===== config.mk =====
export PLATFORM = sky130hd
export DESIGN_NAME = dbus_rom
export DESIGN_NICKNAME = d
export VERILOG_FILES = /design/src/logic/femto_bus_pkg.sv /design/src/logic/dbus_rom.sv
export SDC_FILE = /design/constraint.sdc
export NUM_CORES = 1
export LEC_CHECK = 0
export BUFFER_PORTS_ARGS = -buffer_cell sky130_fd_sc_hd__buf_2
export CAP_MARGIN = 20
export CORE_ASPECT_RATIO = 1.5
export CORE_UTILIZATION = 35
export DETAILED_ROUTE_END_ITERATION = 8
export GPL_TIMING_DRIVEN = 0
export MAX_ROUTING_LAYER = met4
export PLACE_DENSITY = 0.64
export SLEW_MARGIN = 10
export SYNTH_ARGS = -nofsm -noshare
export SYNTH_HDL_FRONTEND = slang
export SYNTH_SLANG_ARGS = --single-unit

===== constraint.sdc =====
create_clock -name clk -period 1.6 [get_ports clk]
set_clock_uncertainty 0.1 [all_clocks]
set_input_delay 0.16 -clock clk [delete_from_list [all_inputs] [get_ports clk]]
set_output_delay 0.16 -clock clk [all_outputs]
set_load 0.02 [all_outputs]

===== src/logic/femto_bus_pkg.sv =====
package femto_bus_pkg;

    // ======================================================================
    // bus widths
    // ======================================================================

    localparam int xlen      = 32; // address width.
    localparam int bus_width = 32; // data width.

    // ======================================================================
    // access sizes
    // ======================================================================

    localparam int bus_acc_cnt = 3;
    localparam int acc_w       = $clog2(bus_acc_cnt);

    localparam logic [acc_w-1:0] acc_byte = 2'd0;
    localparam logic [acc_w-1:0] acc_half = 2'd1;
    localparam logic [acc_w-1:0] acc_word = 2'd2;

    // ======================================================================
    // bus word
    // ======================================================================

    // one stored word, seen whole or by lanes.
    typedef union packed {
        logic [bus_width-1:0]                w; // full word.
        logic [1:0][bus_width/2-1:0]         h; // half lanes, h[1] is the upper half.
        logic [bus_width/8-1:0][7:0]         b; // byte lanes, b[0] at the lowest address.
    } bus_word_t;

endpackage


===== src/logic/dbus_rom.sv =====
`timescale 1ns/1ps

module dbus_rom (
    input  logic                                 clk,
    input  logic                                 rst,
    input  logic                                 req,
    input  logic [femto_bus_pkg::xlen-1:0]       addr,
    output logic                                 resp,
    output logic [femto_bus_pkg::bus_width-1:0]  rdata
);

    logic [femto_bus_pkg::bus_width-1:0] boot_word;

    // ======================================================================
    // boot table
    // ======================================================================

    always_comb begin
        case (addr[5:2])
            4'd0:  boot_word = 32'h1000_0137; // stack at top of tcm.
            4'd1:  boot_word = 32'h4001_0113;
            4'd2:  boot_word = 32'h2000_02b7; // sram base.
            4'd3:  boot_word = 32'h0000_0313;
            4'd4:  boot_word = 32'h0062_a023; // clear loop.
            4'd5:  boot_word = 32'h0042_8293;
            4'd6:  boot_word = 32'h0013_0313;
            4'd7:  boot_word = 32'h0100_0393;
            4'd8:  boot_word = 32'hfe73_48e3;
            4'd9:  boot_word = 32'h0000_006f; // spin.
            4'd10: boot_word = 32'h0000_0013;
            4'd11: boot_word = 32'h0010_0073;
            4'd12: boot_word = 32'h3020_0073; // trap return.
            4'd13: boot_word = 32'h1050_0073;
            4'd14: boot_word = 32'h5a5a_0f0f; // id words.
            default: boot_word = 32'ha5a5_5a5a;
        endcase
    end

    // writes are answered like reads and leave the table unchanged.
    always_ff @(posedge clk) begin
        if (req) rdata <= boot_word;
    end

    always_ff @(posedge clk) begin
        if (rst) begin
            resp <= 1'b0;
        end else begin
            resp <= req;
        end
    end

endmodule


# Word level (Yosys, flattened, before mapping)
# Memory sizes are Yosys's and may differ from the RTL's. A register that Yosys moved wholly into a read port is not among the register bits.
# Cells that the tools add are included.
# Widths: inputs -> output; s select.
word_totals:
  register_bits: 33
  mem_bits_ro: 496
  inputBits: 35
  out_inout_bits: 33
  elab_cells: 3
  n_memories: 1
mem_list:
  columns: ["memory", "words", "width", "read_ports", "rd_ports_with_merged_regs", "wr", "line", "rtl"]
  rows:
  - ["(no name shown)", 16, 31, 1, 1, 0, "dbus_rom.sv:19", "case (addr[5:2])"]

# Depth between registers and ports, before layout
depth:
  depth_word: 0
  mapped_depth: 5
  depth_no_buf: 5

# Worst setup path before layout
# No wires, ideal clock.
synth_timing:
  path_kind: "input-to-reg"
  start: "input addr[2] in the netlist's numbering"
  end: "register rdata[17] in the netlist's numbering (data pin)"
  setup_time_ns: 0.256
  t_arrival_ns: 0.883
  path_slack_ns: 0.361
  cell_stages: 4
  path_buffers: 0
  cell_sequence: "inv_1 ha_1 and2b_1 a22o_1"
synth_lines:
  columns: ["element", "line", "rtl"]
  rows:
  - ["from (decl)", "dbus_rom.sv:7", "input logic [femto_bus_pkg::xlen-1:0] addr,"]
  - ["to (decl)", "dbus_rom.sv:9", "output logic [femto_bus_pkg::bus_width-1:0] rdata"]

==> run metrics <==
routability congestion estimate from global placement roughly 0.93; CTS tree built; first-pass GRT wire length ~3700 µm; Die Y 78.2 µm; drt drc 0; run status complete, no violations; Critical-path top delay cell sky130_fd_sc_hd__ha_1; Site Rows 27; root buffer cell sky130_fd_sc_hd__clkbuf_8; aggregate global routing overflow 0; portion of the clock cycle consumed by the worst path in the final layout 0.818; final cell count without fillers 195; arrival time reported for the critical path endpoint 1.23 ns; total design power 1510 µW; worst stage delay on the critical path approximately 0.3 ns; initial antenna violation count 0; final count of negative-setup-slack endpoints 0; Max Cap Viol 0; total global-route track usage 0.126; dominant combinational cell family by area after synthesis simple AND/OR/NAND/NOR gates; cell class contributing the biggest share of worst-path delay adder cells; share of synthesized area spent on multiplexers 0.0295; highest ir drop seen on vdd 0.000415 V; Buf/Inv on CP 2; TritonCTS Buffers 3; number of global-route vias before repair between 800 and 900; Tmin final 1.31 ns; WL/cell 12.1 µm; sequential fraction of the synthesis area 0.568; measured slew at the worst slew-check pin a little over 0.5 ns; Synth Warn # 0; count of endpoints failing hold in the final timing report 0; maximum frequency from static timing analysis 0.764 GHz; antenna diode instance count 0; number of different library cells in the post-synthesis netlist 34; Synth Area in XOR/XNOR 0.00646; share of layout cells above drive strength 1 0.362; area of the die 4130 µm²; startpoint of the worst hold path addr[4]; critical path class input pin to flip-flop; multi-input combinational cell area 450 µm²; remaining max-slew budget at the tightest pin 0.655; placed cell count 190; number of nets at the end of the flow 195; CTS Sinks 26; setup total negative slack 0 ns; Core Area 3680 µm²; standby leakage power 0.000719 µW; final-layout fill cell count approximately 340; total wire length 2360 µm; sum of net half-perimeters after detailed placement between 1500 and 2000 µm; worst hold path stage count 2; sequence of cells on the critical path buf_2, inv_2, ha_1, and2b_1, a22o_1; Worst-path clk slew about 0.080 ns; Detail Route Antenna Nets 0; power per unit of standard cell area 915 nW/µm²; WP data required 1.52 ns; first-iteration detailed-routing DRC count 46; ratio of routed vias to standard cells 4.92; share of the synthesized area in compound gates (AO/OA/AOI/OAI) 0.110; source of the critical timing path addr[3]; setup repair after global routing missed its margin false; most common library cell in the layout ignoring fill and taps sky130_fd_sc_hd__buf_2; number of iterations in the first detailed-routing pass 4; max-slew violation count 0; pin count of the biggest net entering global routing 27; Critical Path Fanout Max 10; number of vias in the routed layout 960; worst hold-check path type input pin to flip-flop; synthesized area per cell 12.3 µm²; setup repair bufs after CTS 0; gate count of the mapped netlist 110; terminating pin of the worst hold path rdata[24]; Post-Synth Simple-Gate Area 0.119; width of the chip approximately 53 µm; number of placed I/O pins 68; Critical Path Sink Type flip-flop; cell area after synthesis about 1400 µm²; commonest cells after routing, fill and taps aside sky130_fd_sc_hd__buf_2, sky130_fd_sc_hd__edfxtp_1, sky130_fd_sc_hd__buf_4; number of buffers inserted by port buffering 37; register cell area after layout 771 µm²; Layout area overhead 21.7%; Yosys reg bits 26; arithmetic-cell share of the synthesized area counting full adders, half adders and majority gates 0.0646; Post-Syn Nets 152; maximum clock insertion buffer count 2; depth of the CTS H-tree 1; kind of start point of the critical path input pin; initial cell density of the core 0.368
worst max path at each step:
| stage | to | slack, ns | cells after the start |
|---|---|---|---|
| 2_1_floorplan | rdata[17] | 0.36 | 4 |
| 3_3_place_gp | rdata[17] | 0.07 | 5 |
| 3_5_place_dp | rdata[22] | 0.02 | 5 |
| 4_1_cts | rdata[22] | 0.31 | 5 |
| 5_1_grt | rdata[22] | 0.24 | 5 |
| 6_report | rdata[22] | 0.29 | 5 |
kinds of logic (layout without fill, tap and decap cells):
logic type / Yosys count / count (layout)
and+or+nand+nor: 30 / 30
DFF: 26 / 26
AOI/OAI and AO/OA: 24 / 24
buffers and inverters: 17 / 59
adders and majority gates: 7 / 7
muxes: 4 / 4
other: 1 / 1
xor gates and xnor gates: 1 / 1
registers in the layout, indices dropped and copies added (netlist names):
register,count
rdata,25
resp,1
layer usage:
| metal | share of wire | global-route usage | wire length [µm] |
|---|---|---|---|
| met3 | 0.051 | 0.0116 | 121 |
| met2 | 0.55 | 0.227 | 1290 |
| met4 | 0.029 | 0.0816 | 68 |
| met5 | 0 | - | 0 |
| met1 | 0.37 | 0.122 | 883 |
area by class of cell:
class | count | share of cell area
Multi-Input combinational cell | 67 | 0.273
Clock buffer | 4 | 0.0273
Inverter | 3 | 0.00682
Timing Repair Buffer | 38 | 0.118
Sequential cell | 26 | 0.467
Tap cell | 43 | 0.0326
Buffer | 14 | 0.0751
synth_stat cells:
master | number | area share
sky130_fd_sc_hd__edfxtp_1 | 25 | 0.55
sky130_fd_sc_hd__buf_4 | 10 | 0.055
sky130_fd_sc_hd__nand2_1 | 9 | 0.025
sky130_fd_sc_hd__ha_1 | 7 | 0.065
sky130_fd_sc_hd__a21oi_1 | 6 | 0.022
sky130_fd_sc_hd__nand2b_1 | 5 | 0.023
sky130_fd_sc_hd__mux2i_1 | 4 | 0.030
sky130_fd_sc_hd__o21ai_0 | 4 | 0.015
sky130_fd_sc_hd__a21boi_0 | 3 | 0.017
sky130_fd_sc_hd__buf_6 | 3 | 0.025
sky130_fd_sc_hd__nand3_1 | 3 | 0.011
sky130_fd_sc_hd__nor2b_1 | 3 | 0.014
sky130_fd_sc_hd__o21ai_1 | 3 | 0.011
sky130_fd_sc_hd__a22o_1 | 2 | 0.013
sky130_fd_sc_hd__and3_1 | 2 | 0.0092
sky130_fd_sc_hd__inv_1 | 2 | 0.0055
sky130_fd_sc_hd__nor2_1 | 2 | 0.0055
sky130_fd_sc_hd__a211o_1 | 1 | 0.0065
sky130_fd_sc_hd__a31oi_1 | 1 | 0.0046
sky130_fd_sc_hd__and2_1 | 1 | 0.0046
sky130_fd_sc_hd__and2b_1 | 1 | 0.0055
sky130_fd_sc_hd__and3b_1 | 1 | 0.0065
sky130_fd_sc_hd__buf_8 | 1 | 0.011
sky130_fd_sc_hd__conb_1 | 1 | 0.0028
sky130_fd_sc_hd__dfxtp_1 | 1 | 0.015
sky130_fd_sc_hd__inv_2 | 1 | 0.0028
sky130_fd_sc_hd__nand3b_1 | 1 | 0.0055
sky130_fd_sc_hd__nor3_1 | 1 | 0.0037
sky130_fd_sc_hd__nor3b_1 | 1 | 0.0055
sky130_fd_sc_hd__o211ai_1 | 1 | 0.0055
sky130_fd_sc_hd__o21a_1 | 1 | 0.0055
sky130_fd_sc_hd__o22ai_1 | 1 | 0.0046
sky130_fd_sc_hd__o31ai_1 | 1 | 0.0055
sky130_fd_sc_hd__xor2_1 | 1 | 0.0065
what timing repair did:
| item | 4_1_cts | 5_1_grt |
|---|---|---|
| hold buffers | 1 | 0 |
| endpoints found under the setup margin | 0 | 0 |
| resized for setup | 0 | 0 |
| endpoints found under the hold margin | 1 | 0 |
per-stage QoR:
| stage | utilization | setup WS, ns | hold WS [ns] | cell area [µm²] |
|---|---|---|---|---|
| after floorplan | - | 0.361 | 0.132 | 1360 |
| after global placement | 0.433 | 0.0664 | 0.216 | 1600 |
| after detailed placement | 0.433 | 0.0246 | 0.228 | 1600 |
| after CTS | 0.448 | 0.310 | 0.171 | 1650 |
| after global routing | 0.448 | 0.238 | 0.192 | 1650 |
| final | 0.448 | 0.291 | 0.172 | 1650 |
power by group:
part / internal (µW) / switching, µW / total (µW) / leakage, µW
clock network: 178 / 186 / 363 / 0.0000228
registers: 810 / 13.6 / 824 / 0.000250
logic: 121 / 202 / 323 / 0.000447
Power figures use the tool's default switching activity.
