## src/logic/femto_bus_pkg.sv

```systemverilog
package femto_bus_pkg;

    // ======================================================================
    // bus widths
    // ======================================================================

    localparam int xlen      = 32; // address width.
    localparam int bus_width = 32; // data width.

    // ======================================================================
    // access sizes
    // ======================================================================

    localparam int bus_acc_cnt = 3;
    localparam int acc_w       = $clog2(bus_acc_cnt);

    localparam logic [acc_w-1:0] acc_byte = 2'd0;
    localparam logic [acc_w-1:0] acc_half = 2'd1;
    localparam logic [acc_w-1:0] acc_word = 2'd2;

    // ======================================================================
    // bus word
    // ======================================================================

    // one stored word, seen whole or by lanes.
    typedef union packed {
        logic [bus_width-1:0]                w; // full word.
        logic [1:0][bus_width/2-1:0]         h; // half lanes, h[1] is the upper half.
        logic [bus_width/8-1:0][7:0]         b; // byte lanes, b[0] at the lowest address.
    } bus_word_t;

endpackage

```

## src/logic/femto_map_pkg.sv

```systemverilog
package femto_map_pkg;

    // ======================================================================
    // memory map
    // ======================================================================

    // boot rom, 64 bytes.
    localparam logic [femto_bus_pkg::xlen-1:0] rom_base = 32'h0000_0000;
    localparam int rom_span = 6;

    // tightly coupled memory, 1 KB.
    localparam logic [femto_bus_pkg::xlen-1:0] tcm_base = 32'h1000_0000;
    localparam int tcm_span = 10;

    // general sram, 4 KB.
    localparam logic [femto_bus_pkg::xlen-1:0] sram_base = 32'h2000_0000;
    localparam int sram_span = 12;

    localparam int slave_cnt = 3; // rom, tcm, sram.

endpackage

```

## src/logic/dbus_conn.sv

```systemverilog
`timescale 1ns/1ps

module dbus_conn (
    input  logic                                  m_req,
    input  logic [femto_bus_pkg::xlen-1:0]        m_addr,
    input  logic                                  m_w_rb,
    input  logic [femto_bus_pkg::acc_w-1:0]       m_acc,
    input  logic [femto_bus_pkg::bus_width-1:0]   m_wdata,
    output logic                                  m_resp,
    output logic [femto_bus_pkg::bus_width-1:0]   m_rdata,

    output logic                                  s_rom_req,
    output logic [femto_bus_pkg::xlen-1:0]        s_rom_addr,
    output logic                                  s_rom_w_rb,
    output logic [femto_bus_pkg::acc_w-1:0]       s_rom_acc,
    output logic [femto_bus_pkg::bus_width-1:0]   s_rom_wdata,
    input  logic                                  s_rom_resp,
    input  logic [femto_bus_pkg::bus_width-1:0]   s_rom_rdata,

    output logic                                  s_tcm_req,
    output logic [femto_bus_pkg::xlen-1:0]        s_tcm_addr,
    output logic                                  s_tcm_w_rb,
    output logic [femto_bus_pkg::acc_w-1:0]       s_tcm_acc,
    output logic [femto_bus_pkg::bus_width-1:0]   s_tcm_wdata,
    input  logic                                  s_tcm_resp,
    input  logic [femto_bus_pkg::bus_width-1:0]   s_tcm_rdata,

    output logic                                  s_sram_req,
    output logic [femto_bus_pkg::xlen-1:0]        s_sram_addr,
    output logic                                  s_sram_w_rb,
    output logic [femto_bus_pkg::acc_w-1:0]       s_sram_acc,
    output logic [femto_bus_pkg::bus_width-1:0]   s_sram_wdata,
    input  logic                                  s_sram_resp,
    input  logic [femto_bus_pkg::bus_width-1:0]   s_sram_rdata,

    output logic                                  bus_fault, // no slave selected.
    input  logic                                  bus_halt   // hides the response.
);

    logic [femto_map_pkg::slave_cnt-1:0] bus_slave_sel;

    // true when addr lies in the region base .. base + 2**span - 1.
    function automatic logic region_hit(
        input logic [femto_bus_pkg::xlen-1:0] addr,
        input logic [femto_bus_pkg::xlen-1:0] base,
        input int                             span
    );
        return (addr >> span) == (base >> span);
    endfunction

    // ======================================================================
    // address decode and request fan-out
    // ======================================================================

    always_comb begin
        bus_slave_sel[0] = region_hit(m_addr, femto_map_pkg::rom_base,
                                      femto_map_pkg::rom_span);
        bus_slave_sel[1] = region_hit(m_addr, femto_map_pkg::tcm_base,
                                      femto_map_pkg::tcm_span);
        bus_slave_sel[2] = region_hit(m_addr, femto_map_pkg::sram_base,
                                      femto_map_pkg::sram_span);
    end

    assign s_rom_req   = m_req & bus_slave_sel[0];
    assign s_rom_addr  = m_addr;
    assign s_rom_w_rb  = m_w_rb;
    assign s_rom_acc   = m_acc;
    assign s_rom_wdata = m_wdata;

    assign s_tcm_req   = m_req & bus_slave_sel[1];
    assign s_tcm_addr  = m_addr;
    assign s_tcm_w_rb  = m_w_rb;
    assign s_tcm_acc   = m_acc;
    assign s_tcm_wdata = m_wdata;

    assign s_sram_req   = m_req & bus_slave_sel[2];
    assign s_sram_addr  = m_addr;
    assign s_sram_w_rb  = m_w_rb;
    assign s_sram_acc   = m_acc;
    assign s_sram_wdata = m_wdata;

    assign bus_fault = m_req & ~|bus_slave_sel;

    // ======================================================================
    // response mux
    // ======================================================================

    always_comb begin
        if (s_rom_resp) m_rdata = s_rom_rdata;
        else if (s_tcm_resp) m_rdata = s_tcm_rdata;
        else if (s_sram_resp) m_rdata = s_sram_rdata;
        else m_rdata = '0; // idle bus reads zero.
    end

    assign m_resp = ~bus_halt & |{s_rom_resp, s_tcm_resp, s_sram_resp};

    // regions in the map must not overlap.
    // equal slave latency keeps responses one per cycle.
    always_comb begin
        assert final ($onehot0(bus_slave_sel))
            else $error("dbus_conn: address %h selects more than one slave", m_addr);
        assert final ($onehot0({s_rom_resp, s_tcm_resp, s_sram_resp}))
            else $error("dbus_conn: two slaves responded in one cycle");
    end

endmodule

```

## config.mk

```make
export PLATFORM = sky130hd
export DESIGN_NAME = dbus_conn
export DESIGN_NICKNAME = d
export VERILOG_FILES = /design/src/logic/femto_bus_pkg.sv /design/src/logic/femto_map_pkg.sv /design/src/logic/dbus_conn.sv
export SDC_FILE = /design/constraint.sdc
export NUM_CORES = 1
export LEC_CHECK = 0
export CORE_AREA = 3 3 156 158
export DETAILED_ROUTE_END_ITERATION = 10
export DIE_AREA = 0 0 159 161
export DONT_BUFFER_PORTS = 1
export MAX_ROUTING_LAYER = met4
export PLACE_DENSITY_LB_ADDON = 0.05
export SETUP_SLACK_MARGIN = 0.1
export SLEW_MARGIN = 10
export SYNTH_ARGS = -nofsm -noshare
export SYNTH_HDL_FRONTEND = slang
export SYNTH_SLANG_ARGS = --single-unit
```

## constraint.sdc

```tcl
create_clock -name vclk -period 2.9
set_input_delay 0.435 -clock vclk [all_inputs]
set_output_delay 0.435 -clock vclk [all_outputs]
set_load 0.02 [all_outputs]
```

# Yosys cells after proc, flatten, opt, wreduce, memory -nomap -nowiden
# Cells that the tools add are included.
[totals]
ff_bits = 0
latchBits = 0
ramBits = 0
romBits = 0
out_inout_bits = 238
elab_cells = 15
mem_count = 0
[classes]
n_addsub = 0
multipliers = 0
n_div = 0
magnitude_cmp = 0
eq_ne = 2
n_shift = 0
n_mux = 3
bitwise = 6
reduce_logical = 4
[ops]
columns = ["op", "n"]
rows = [
  ["$mux 32", 3],
  ["$logic_not 32->1", 1],
  ["$eq 22x19->1 const B", 1],
  ["$eq 20x18->1 const B", 1],
  ["$reduce_or 3->1", 2],
  ["$and 1x1->1", 5],
  ["$logic_not 1->1", 1],
  ["$not 1->1", 1],
]

# Logic depth before layout (Yosys ltp)
[logic_depth]
word_depth = 4
ltp_mapped = 5
mapped_depth_nobuf = 4

# Worst setup path before layout
# OpenSTA, ideal clock, no wires.
[synth_timing]
path_kind = "input-to-output"
start = "in s_tcm_resp"
end = "out m_rdata[0] in the netlist's numbering"
arrival_time_ns = 1.641
required_time_ns = 2.465
slack_ns = 0.824
stages = 5
n_path_buf = 2
path_cell_list = "clkbuf_1 nor2b_1 clkbuf_1 a22oi_1 o21ai_0"
[synth_via]
elab_chain_len = 2
[synth_rtl]
columns = ["item", "line", "rtl"]
rows = [
  ["start: declaration", "dbus_conn.sv:25", "input logic s_tcm_resp,"],
  ["$mux 32", "dbus_conn.sv:90", "else if (s_tcm_resp) m_rdata = s_tcm_rdata;"],
  ["$mux 32", "dbus_conn.sv:89", "if (s_rom_resp) m_rdata = s_rom_rdata;"],
  ["end: declaration", "dbus_conn.sv:10", "output logic [femto_bus_pkg::bus_width-1:0] m_rdata,"],
]
# No other way between the ends.

# Final worst setup path
[layout_timing]
start = "in m_addr[15] in the netlist's numbering"
end = "out s_rom_req"
[layout_via]
elab_chain_len = 2
[layout_rtl]
columns = ["item", "line", "rtl"]
rows = [
  ["start: declaration", "dbus_conn.sv:5", "input logic [femto_bus_pkg::xlen-1:0] m_addr,"],
  ["$logic_not 32->1", "dbus_conn.sv:48", "return (addr >> span) == (base >> span);"],
  ["$and 1x1->1", "dbus_conn.sv:64", "assign s_rom_req = m_req & bus_slave_sel[0];"],
  ["end: declaration", "dbus_conn.sv:12", "output logic s_rom_req,"],
]
# No other way between the ends.

==> reports/results.txt <==
Yosys cell types -> 17
Post-synthesis mux area share -> 0%
Period utilization -> 79.3%
Hold Path Sink -> s_sram_addr[27]
# hold bufs at CTS -> 0
Seq/Total Area, Yosys -> 0%
Crit end category -> output pin
CP Buf/Inv Count -> 0
Share of the synthesized area in the top cell type -> 68.2%
DRT Pass-1 Iters -> 3
Synth Area in Adders -> 0%
Initial antenna violation count -> 0
Clkbuf count -> 0
Top-count cell post-synth -> buf_4
Seq Cell Count -> 0
Hold Crit Class -> input port to output pin
Mapped Cells -> 334
Area grow syn2layout -> -42.6%
Fmax -> 0.435 GHz
Vias/cell -> 2.60
Slew Limit Headroom -> 55.7%
Startpoint Class -> input port
Filler cell count -> 2823
WP data arrival -> 1860 ps
Final instance area -> 0.00127 mm^2
Min Clock Period, post-route -> 2300 ps
Vias in the first global route -> 1344
Post-Syn Area per Cell -> 6.63 um^2
Critical-path cell list -> or4_1, nor3_1, and4_1, and4b_1
Dominant cell type by area after synthesis -> buf_4
Synth Area in Simple Gates -> 10.6%
Die area -> 0.0256 mm^2
Routed Antenna Nets -> 0
Postcts setup bufs -> 0
Mapped cell area -> 0.00221 mm^2
Row count -> 56
Worst hold start -> m_addr[27]
RSZ-0062 raised after global routing -> false
Setup_tns -> 0 ps
WL per Instance -> 13.2 um
PortBufs -> 0
Starting Density -> 9.51%
Hold depth -> 0
Post-CTS Resized -> 0
Share of layout cells above drive strength 1 -> 20.9%
Critical path's top delay family -> simple AND/OR/NAND/NOR gates
Synth top area cells -> buf_4, a22oi_1, o21ai_0
Post-Route WL -> 6170 um
CP Class -> input port to output pin
Worst-margin pin slew -> 657 ps
Initial DRC count -> 27
Ant diodes -> 0
Worst path max stage delay -> 510 ps
Peak VDD IR -> 34.7 uV
Final setup vio count -> 0
Syn. warnings -> 0
Core area -> 0.0233 mm^2
Crit Path Max Fanout -> 4
Post-synth top cells -> buf_4, nand2_1, o21ai_0, a22oi_1, clkbuf_1
CP required -> 2470 ps
Vias after detailed routing -> 1213
DRC Markers -> 0
Final Hold Viols -> 0
Die Wd -> 159 um
Die Span Y -> 161 um
Lkg Pwr -> 0.374 nW
Largest net degree at the start of global routing -> 66
Layout net count -> 318
I/O pin count -> 406
Register area -> 0 um^2
Placed Area -> 0.00127 mm^2
Total GRT Usage -> 4.24%
Net Count, Synth -> 502
Compound-gate portion of the synthesized area -> 18.7%
Pwr Density -> 134 mW/mm^2
Critical path's slowest cell -> or4_1
First-pass GRT wire length -> 8300 um
GPL Wtd Cong -> 0.616
HPWL after DPL -> 5220 um
Number of max-cap violations -> 0
Largest family of logic cells by synthesized area -> buffers and inverters
Final Max Slew Viols -> 0
Grt total ovfl -> 0
Status -> complete, no violations
Synth Area in XOR/XNOR -> 0%
-- worst max path at each step --
stage / start / endpoint / slack (ps) / cells past startpoint
floorplan: s_tcm_resp / m_rdata[0] / 820 / 5
global placement: m_addr[15] / s_sram_req / 610 / 4
detailed placement: m_addr[15] / s_rom_req / 570 / 4
CTS: m_addr[15] / s_rom_req / 570 / 4
global route: m_addr[15] / s_sram_req / 490 / 4
finish: m_addr[15] / s_rom_req / 600 / 4
-- routing by layer --
| layer | vias up | GRT usage, % | share of wire (%) |
|---|---|---|---|
| met1 | 488 | 3.83 | 30 |
| met3 | 29 | 1.13 | 12 |
| met5 | - | - | 0 |
| met2 | 163 | 8.26 | 54 |
| li1 | 533 | - | - |
| met4 | 0 | 1.95 | 4.6 |
-- cell families (layout without fill, tap and decap cells) --
family	after synthesis	in the layout
AOI/OAI and AO/OA	67	67
and+or+nand+nor	51	51
buffers and inverters	216	30
-- final cells by class --
cell class | instances | area [um^2] | share of cell area [%]
Multi-Input combinational cell | 118 | 651 | 51.2
Tap cell | 319 | 399 | 31.4
Timing Repair Buffer | 29 | 218 | 17.1
Inverter | 1 | 3.75 | 0.295
-- power by group --
| group | internal (mW) | switching [mW] |
|---|---|---|
| Sequential | 0 | 0 |
| Combinational | 0.0723 | 0.0980 |
| Clock | 0 | 0 |
-- placed cells by master, fill, tap and decap left out --
cell type  count
nor3_1         3
buf_4         29
nand2_1       34
nor2_1         3
or4_1          1
and2_1         1
and3_2         1
nor2b_2        1
a22oi_1       30
and4b_1        2
a21oi_1        2
and4_1         1
nor4_1         4
inv_1          1
a21boi_0       1
o21ai_0       34
-- per-stage QoR --
stage               std cells  hold slack (ps)  util (%)  setup WS (ps)  total power [mW]
floorplan                 334              950         -            824             0.528
global placement          467              870      5.46            613             0.177
detailed placement        467              870      5.46            574             0.174
CTS                       467              870      5.46            573             0.174
global route              467              870      5.46            490             0.186
finish                    467              870      5.46            602             0.170
Power figures use the tool's default switching activity.
